### src/verilog/display_pkg.sv
// shared types for the double-buffered 4-bit grey-scale frame store
// pixel addresses are linear, row-major, 18 bits wide (up to 640 x 400)
// the low 3 address bits pick a nibble, the rest pick a 32-bit word

package display_pkg;

  // one grey-scale pixel
  typedef logic [3:0] pixel_t;

  // linear pixel index, row-major
  typedef logic [17:0] pixel_address_t;

  // eight nibbles per 32-bit ram word
  localparam int pixels_per_word = 8;

  // which ram currently feeds the display
  typedef enum logic {
    buffer_a = 1'b0,
    buffer_b = 1'b1
  } buffer_id_t;

  // payload of the pixel write port
  typedef struct packed {
    pixel_address_t address;
    pixel_t         data;
  } pixel_write_t;

  // payload of the outgoing pixel stream
  typedef struct packed {
    pixel_t data;
    // high on pixel 0 of a frame only
    logic   frame_first;
  } scan_pixel_t;

endpackage

### src/verilog/buffer_control.sv
// front buffer tracking and swap handshake
// a rising edge on swap_request arms a swap, taken at the next frame_last
// write_ready is low while a swap is pending, so no write straddles the swap
// edges seen while a swap is already pending are dropped

`timescale 1ns/1ps

module buffer_control
  import display_pkg::*;
(
  input  logic       clock_in,
  input  logic       reset_n_in,
  input  logic       swap_request,
  input  logic       frame_last,
  input  logic       write_valid,
  output logic       write_ready,
  output logic       write_accept,
  output buffer_id_t front_buffer,
  output logic       swap_done
);

  typedef enum logic {
    swap_idle,
    swap_pending
  } swap_state_t;

  swap_state_t swap_state;

  // last sample of the swap level, for edge detect
  logic swap_request_q;
  logic swap_rise;

  assign swap_rise = swap_request && !swap_request_q;

  always_ff @(posedge clock_in) begin
    if (!reset_n_in) begin
      swap_state     <= swap_idle;
      front_buffer   <= buffer_a;
      swap_done      <= 1'b0;
      swap_request_q <= 1'b0;
    end else begin
      swap_request_q <= swap_request;
      // pulse by default low
      swap_done      <= 1'b0;
      case (swap_state)
        swap_idle: begin
          if (swap_rise) begin
            swap_state <= swap_pending;
          end
        end
        swap_pending: begin
          // last address of the frame is out, flip for address 0
          if (frame_last) begin
            front_buffer <= (front_buffer == buffer_a) ? buffer_b : buffer_a;
            swap_state   <= swap_idle;
            swap_done    <= 1'b1;
          end
        end
        default: swap_state <= swap_idle;
      endcase
    end
  end

  // stall writes until the new back buffer is settled
  assign write_ready  = (swap_state == swap_idle);
  assign write_accept = write_valid && write_ready;

  // at most one swap per frame boundary
  assert property (@(posedge clock_in) disable iff (!reset_n_in)
    swap_done |=> !swap_done);

endmodule

### src/verilog/buffer_router.sv
// routes the raster read to the front ram and pixel writes to the back ram
// every ram-side signal is registered, so accepted writes land one cycle late
// front_data is combinational from the ram outputs, 2 cycles after read_address

`timescale 1ns/1ps

module buffer_router
  import display_pkg::*;
(
  input  logic           clock_in,
  input  logic           reset_n_in,
  input  buffer_id_t     front_buffer,
  input  pixel_address_t read_address,
  input  logic           write_accept,
  input  pixel_write_t   write_request,
  input  pixel_t         read_data_a,
  input  pixel_t         read_data_b,
  output pixel_address_t address_a,
  output pixel_address_t address_b,
  output pixel_t         write_data,
  output logic           write_enable_a,
  output logic           write_enable_b,
  output pixel_t         front_data
);

  // select that went out with the addresses
  buffer_id_t select_address;
  // same select one cycle on, lined up with ram read data
  buffer_id_t select_data;

  // addresses and write data, front ram reads and back ram writes
  always_ff @(posedge clock_in) begin
    write_data <= write_request.data;
    if (front_buffer == buffer_a) begin
      address_a <= read_address;
      address_b <= write_request.address;
    end else begin
      address_a <= write_request.address;
      address_b <= read_address;
    end
  end

  // enables and select pipeline
  always_ff @(posedge clock_in) begin
    if (!reset_n_in) begin
      write_enable_a <= 1'b0;
      write_enable_b <= 1'b0;
      select_address <= buffer_a;
      select_data    <= buffer_a;
    end else begin
      // only the back ram is ever written
      write_enable_a <= write_accept && (front_buffer == buffer_b);
      write_enable_b <= write_accept && (front_buffer == buffer_a);
      select_address <= front_buffer;
      select_data    <= select_address;
    end
  end

  // pick the nibble from whichever ram served the read
  assign front_data = (select_data == buffer_a) ? read_data_a : read_data_b;

  // a registered write still targets the back ram when it lands
  assert property (@(posedge clock_in) disable iff (!reset_n_in)
    write_accept |=> $stable(front_buffer));

endmodule

### src/verilog/display_frame_top.sv
// double-buffered 4-bit frame store, default 16 x 8 pixels
// writes go to the back buffer over valid/ready; the scan reads the front
// scan_pixel follows each issued address by 2 cycles, no back-pressure
// the sink must take one pixel per cycle while scan_valid is high

`timescale 1ns/1ps

module display_frame_top
  import display_pkg::*;
#(
  parameter int frame_width  = 16,
  parameter int frame_height = 8
) (
  input  logic         clock_in,
  input  logic         reset_n_in,
  input  logic         write_valid,
  input  pixel_write_t write_request,
  output logic         write_ready,
  input  logic         swap_request,
  output logic         swap_done,
  input  logic         scan_enable,
  output logic         scan_valid,
  output scan_pixel_t  scan_pixel
);

  localparam int frame_pixels = frame_width * frame_height;

  // control and scan
  buffer_id_t     front_buffer;
  logic           write_accept;
  logic           frame_last;
  pixel_address_t read_address;
  logic           first_delayed;
  logic           valid_delayed;

  // ram side
  pixel_address_t address_a;
  pixel_address_t address_b;
  pixel_t         write_data;
  logic           write_enable_a;
  logic           write_enable_b;
  pixel_t         read_data_a;
  pixel_t         read_data_b;
  pixel_t         front_data;

  buffer_control buffer_control_i (
    .clock_in     (clock_in),
    .reset_n_in   (reset_n_in),
    .swap_request (swap_request),
    .frame_last   (frame_last),
    .write_valid  (write_valid),
    .write_ready  (write_ready),
    .write_accept (write_accept),
    .front_buffer (front_buffer),
    .swap_done    (swap_done)
  );

  raster_scan #(
    .frame_width  (frame_width),
    .frame_height (frame_height),
    .frame_pixels (frame_pixels)
  ) raster_scan_i (
    .clock_in      (clock_in),
    .reset_n_in    (reset_n_in),
    .scan_enable   (scan_enable),
    .read_address  (read_address),
    .frame_last    (frame_last),
    .first_delayed (first_delayed),
    .valid_delayed (valid_delayed)
  );

  buffer_router buffer_router_i (
    .clock_in       (clock_in),
    .reset_n_in     (reset_n_in),
    .front_buffer   (front_buffer),
    .read_address   (read_address),
    .write_accept   (write_accept),
    .write_request  (write_request),
    .read_data_a    (read_data_a),
    .read_data_b    (read_data_b),
    .address_a      (address_a),
    .address_b      (address_b),
    .write_data     (write_data),
    .write_enable_a (write_enable_a),
    .write_enable_b (write_enable_b),
    .front_data     (front_data)
  );

  pixel_buffer #(
    .frame_pixels (frame_pixels)
  ) buffer_a_i (
    .clock_in     (clock_in),
    .reset_n_in   (reset_n_in),
    .address      (address_a),
    .write_data   (write_data),
    .write_enable (write_enable_a),
    .read_data    (read_data_a)
  );

  pixel_buffer #(
    .frame_pixels (frame_pixels)
  ) buffer_b_i (
    .clock_in     (clock_in),
    .reset_n_in   (reset_n_in),
    .address      (address_b),
    .write_data   (write_data),
    .write_enable (write_enable_b),
    .read_data    (read_data_b)
  );

  // ram nibble joined with the delayed scan flags
  assign scan_pixel = '{data: front_data, frame_first: first_delayed};
  assign scan_valid = valid_delayed;

endmodule

### src/verilog/pixel_buffer.sv
// one frame buffer, 32-bit words holding eight 4-bit pixels each
// single address port shared by the read and the nibble write
// read data is registered, 1-cycle latency; read-during-write gives old data
// contents start zeroed in simulation and have no reset

`timescale 1ns/1ps

module pixel_buffer
  import display_pkg::*;
#(
  parameter int frame_pixels = 128
) (
  input  logic           clock_in,
  input  logic           reset_n_in,
  input  pixel_address_t address,
  input  pixel_t         write_data,
  input  logic           write_enable,
  output pixel_t         read_data
);

  // round up so a partial last word still has storage
  localparam int buffer_words = (frame_pixels + pixels_per_word - 1) / pixels_per_word;
  localparam int word_bits = (buffer_words > 1) ? $clog2(buffer_words) : 1;

  logic [31:0] memory [buffer_words];

  logic [word_bits-1:0] word_index;
  logic [2:0]           nibble_index;

  // upper bits select the word, low 3 bits the nibble
  assign word_index   = address[word_bits+2:3];
  assign nibble_index = address[2:0];

  // simulation model starts with a blank frame
  initial begin
    for (int i = 0; i < buffer_words; i++) begin
      memory[i] = '0;
    end
  end

  // nibble write, the other seven pixels of the word stay untouched
  always_ff @(posedge clock_in) begin
    if (write_enable) begin
      memory[word_index][nibble_index*4 +: 4] <= write_data;
    end
  end

  // registered nibble read
  always_ff @(posedge clock_in) begin
    if (!reset_n_in) begin
      read_data <= '0;
    end else begin
      read_data <= memory[word_index][nibble_index*4 +: 4];
    end
  end

endmodule

### src/verilog/raster_scan.sv
// raster address generator, one pixel address per enabled cycle
// frame_last is high while address frame_pixels-1 is issued
// valid and frame-first come out 2 cycles late, matching router plus ram
// dropping scan_enable pauses the scan at the next unissued address

`timescale 1ns/1ps

module raster_scan
  import display_pkg::*;
#(
  parameter int frame_width  = 16,
  parameter int frame_height = 8,
  parameter int frame_pixels = 128
) (
  input  logic           clock_in,
  input  logic           reset_n_in,
  input  logic           scan_enable,
  output pixel_address_t read_address,
  output logic           frame_last,
  output logic           first_delayed,
  output logic           valid_delayed
);

  localparam pixel_address_t last_address = pixel_address_t'(frame_pixels - 1);

  // raster position of the issued address
  logic [$clog2(frame_width+1)-1:0]  column_count;
  logic [$clog2(frame_height+1)-1:0] row_count;

  logic       frame_first;
  logic [1:0] valid_stage;
  logic [1:0] first_stage;

  assign frame_first = (row_count == '0) && (column_count == '0);
  // only counts as last while the address is really issued
  assign frame_last  = scan_enable && (read_address == last_address);

  always_ff @(posedge clock_in) begin
    if (!reset_n_in) begin
      read_address <= '0;
      column_count <= '0;
      row_count    <= '0;
      valid_stage  <= '0;
      first_stage  <= '0;
    end else begin
      valid_stage <= {valid_stage[0], scan_enable};
      first_stage <= {first_stage[0], scan_enable && frame_first};
      if (scan_enable) begin
        read_address <= frame_last ? '0 : read_address + pixel_address_t'(1);
        // column and row step in step with the linear counter
        if (column_count == ($bits(column_count))'(frame_width - 1)) begin
          column_count <= '0;
          if (row_count == ($bits(row_count))'(frame_height - 1)) begin
            row_count <= '0;
          end else begin
            row_count <= row_count + 1'b1;
          end
        end else begin
          column_count <= column_count + 1'b1;
        end
      end
    end
  end

  assign valid_delayed = valid_stage[1];
  assign first_delayed = first_stage[1];

  // column stays inside a line, and row and column agree with the linear address
  assert property (@(posedge clock_in) disable iff (!reset_n_in)
    (column_count < ($bits(column_count))'(frame_width)) &&
    (read_address == pixel_address_t'(int'(row_count) * frame_width + int'(column_count))));

endmodule
### config.mk
export PLATFORM = sky130hd
export DESIGN_NAME = display_frame_top
export DESIGN_NICKNAME = d
export VERILOG_FILES = /design/src/verilog/display_pkg.sv /design/src/verilog/buffer_control.sv /design/src/verilog/buffer_router.sv /design/src/verilog/display_frame_top.sv /design/src/verilog/pixel_buffer.sv /design/src/verilog/raster_scan.sv
export SDC_FILE = /design/constraint.sdc
export NUM_CORES = 1
export LEC_CHECK = 0
export ABC_AREA = 1
export BUFFER_PORTS_ARGS = -buffer_cell sky130_fd_sc_hd__clkbuf_2
export CORE_MARGIN = 8
export CORE_UTILIZATION = 63
export DETAILED_ROUTE_END_ITERATION = 6
export HOLD_SLACK_MARGIN = 0.03
export PLACE_DENSITY = 0.83
export SLEW_MARGIN = 20
export SYNTH_ARGS = -nofsm -noshare
export SYNTH_HDL_FRONTEND = slang
export SYNTH_HIERARCHICAL = 1
export SYNTH_SLANG_ARGS = --single-unit
### constraint.sdc
create_clock -name clock_in -period 3.7 [get_ports clock_in]
set_input_delay 0.37 -clock clock_in [delete_from_list [all_inputs] [get_ports clock_in]]
set_output_delay 0.37 -clock clock_in [all_outputs]
set_load 0.02 [all_outputs]
==> impl_results.md <==
* Outcome: finished, violations left
* Violated checks: design-rule violations
* Worst slew margin at a little under a quarter
* YS warnings at 6
* Crit end category: register
* DP Wirelength at 71870 microns
* Internal at roughly 19 mW
* Proportion of layout cells with a drive suffix above 1 at 7.958%
* Root Buffer: clkbuf_16
* Sequential power share at between 50 and 60%
* Worst Setup Path Type: register to register
* Cell area after synthesis at 45730 sq um
* Synth Net Count at 4504
* Clock sinks at approximately 1100
* Final Hold Violating Endpoints at 0
* RSZ-0062 raised after global routing: false
* Required time worst endpoint at just over 4 ns
* Core area at 71730 sq um
* Worst hold path type: primary input to register
* Crit path max-delay cell type: nor2_1
* Overflow after GRT at 0
* Critical path launch point type: register
* Reg2reg setup slack at 0.45 ns
* Worst Path Arrival at approximately 3.6 ns
* Via-to-Cell Ratio at 5.884
* GRT Util Overall at 28.08%
* Critical path's most frequent cell: nor2_1
* Skew final at 0.03274 ns
* I/O pins at 35
* Final min period at around 3.2 ns
* Clk_lat worst skew at 0.70 ns
* Largest net degree at the start of global routing at 148
* Port bufs at 23
* Die W at around 290 microns
* NetSw at 5.392 mW
* Setup TNS at 0 ns
* Cells along the critical path: clkinv_1 -> ha_1 -> ha_1 -> inv_1 -> nor2_1 -> inv_1 -> nor2_1 -> nand3_1 -> nor2_1
* Final worst-path setup slack at ~0.45 ns
* Row count at approximately 100
* Setup violators final at 0
* Initial antenna violation count at 3
* Routed WL at 117200 microns
* Final Instance Count excl. Fillers at ~5600
* Hold endpoint: buffer_router_i/write_enable_a
* Buffers from clock root to sink, at most at 3
* Slowest stage delay, CP at 0.57 ns
* Crit path from: buffer_router_i/address_a[1]
* Vias at 32800
* Worst R2R Path Depth at 9
* Num CTS Buffers at 103
* Least-Margin Pin Slew at 1.155 ns
* Max Cap Viol at 0
* R2r startpoint: buffer_router_i/address_a[1]
* Post-CTS sizing at 0
* Crit path max-delay family: simple AND/OR/NAND/NOR gates
* VDD IR max at 459.5 uV
* Mean Syn Cell Area at 10.24 sq um
* Die ar. at 81470 sq um
* Fin nets at roughly 4600
* Drt initial violations at 4006
* Area Growth Syn to Fin at 10.72%
* Cell count after synthesis at 4465
* Pleak at approximately 20 nW
* PwrDens at a little under 500 nW/um^2
* Comb pwr share at 4.3%
* Critical path buffer and inverter count at 3
* Hold depth at 5
* Sw Ratio at 21.85%
* Clock power frac at between 40% and 50%
* Total power at 24.68 mW
* Via count of the first global-routing pass at between 30000 and 40000
* First-pass GRT wire length at 177400 microns
* CTS tree: built
* Avg WL per Cell at 21.02 microns
* Pins over their slew limit at 0
* Initial Util at a little under two thirds
* Crit-path max FO at 16
* CTS H-tree depth at 3
* Fmax at 0.3078 GHz
* RR Endpoint: buffer_a_i/memory[5][18]
* DRT Pass-1 Iters at 7
* Routability Congestion at between 0.9 and 1
* Die H at 285.4 microns
* Period utilization at just under 90%
* Clock transition at path regs at 0.06 ns
* Hold WS at 0.08518 ns
* DRC violations left at 12
* DP Worst Slack at 0.5376 ns
* # placed instances at 5371
* Hold Path Origin: write_valid
* Antenna violation net count after detailed routing at 0
-- worst max-delay path by stage --
stage / endpoint / slack [ns] / cells past startpoint
after floorplan: buffer_a_i/memory[0][16] / 0.37 / 12
after global placement: buffer_a_i/memory[0][16] / 0.59 / 9
after detailed placement: buffer_a_i/memory[2][19] / 0.54 / 8
after CTS: buffer_a_i/memory[5][18] / 0.53 / 9
after global routing: buffer_a_i/memory[5][18] / 0.31 / 8
final: buffer_a_i/memory[5][18] / 0.45 / 9
-- state kept, by name (all words and copies together), names as in the netlist --
name                             cells
buffer_router_i/select_data          1
buffer_control_i/swap_state          1
buffer_router_i/address_b            7
buffer_router_i/write_data           4
buffer_control_i/swap_done           1
buffer_router_i/write_enable_b       1
raster_scan_i/row_count              4
raster_scan_i/first_stage            2
buffer_a_i/read_data                 4
buffer_control_i/swap_request_q      1
raster_scan_i/column_count           5
buffer_router_i/write_enable_a       1
buffer_a_i/memory                  512
raster_scan_i/valid_stage            2
buffer_router_i/select_address       1
buffer_router_i/address_a            7
buffer_b_i/read_data                 4
raster_scan_i/read_address          18
buffer_control_i/front_buffer        1
buffer_b_i/memory                  512
-- tightest hold or removal path: cells and delay by family --
family / cells / cell delay [ns]
buffers and inverters: 3 / 0.19
AND/OR/NAND/NOR: 2 / 0.13
-- layer usage --
layer,vias to the layer above,global-route usage [%],part of all wire (%)
li1,14850,-,-
met1,15180,32.96,34
met2,2170,46.64,47
met3,600,5.724,11
met4,2,19.18,7.9
met5,-,0,0.011
-- layout make-up --
| cell class | instances | area [sq um] |
|---|---|---|
| fillers | 4650 | 21100 |
| inverters | 95 | 364.1 |
| repair buffers | 172 | 1351 |
| clock inverters | 56 | 525.5 |
| clock buffers | 135 | 2708 |
| multi-input cells | 3077 | 12430 |
| well taps | 950 | 1189 |
| diodes | 1 | 2.502 |
| flip-flops and latches | 1089 | 32060 |
-- cells in the final DEF, fill, tap and decap left out, drive strengths merged --
cell         count
nand3          148
nor4            10
nor3            24
a21o             1
clkbuf         158
ha              12
a211oi           1
xor2             5
bufinv           6
o21bai           1
a22oi            8
buf            137
a21oi           53
xnor2            2
clkinv          47
nand2         2196
diode            1
clkinvlp         4
o22ai            1
nor2           544
dfxtp           65
dlygate4sd3     12
and3             1
o21ai           17
nand3b           1
nor3b            1
edfxtp        1024
nand4           51
inv             94
-- what timing repair did --
item | CTS | global route
hold buffers | 12 | 0
setup buffers | 0 | 0
endpoints found under the hold margin | 17 | 0
-- through the flow --
stage	area, sq um	util (%)
floorplan	45730	-
global placement	47270	65.89
detailed placement	47270	65.90
CTS	50620	70.57
global route	50630	70.59
finish	50630	70.59
-- power by group through the flow --
stage	Combinational, mW	Sequential, mW	Clock (mW)
after floorplan	0.648	13.7	0
after global placement	0.986	13.7	0
after detailed placement	1.01	13.7	0
after CTS	1.03	13.4	10.1
after global routing	1.16	13.4	10.6
final	1.07	13.4	10.2
No activity file was read; power rests on OpenSTA's default activity.
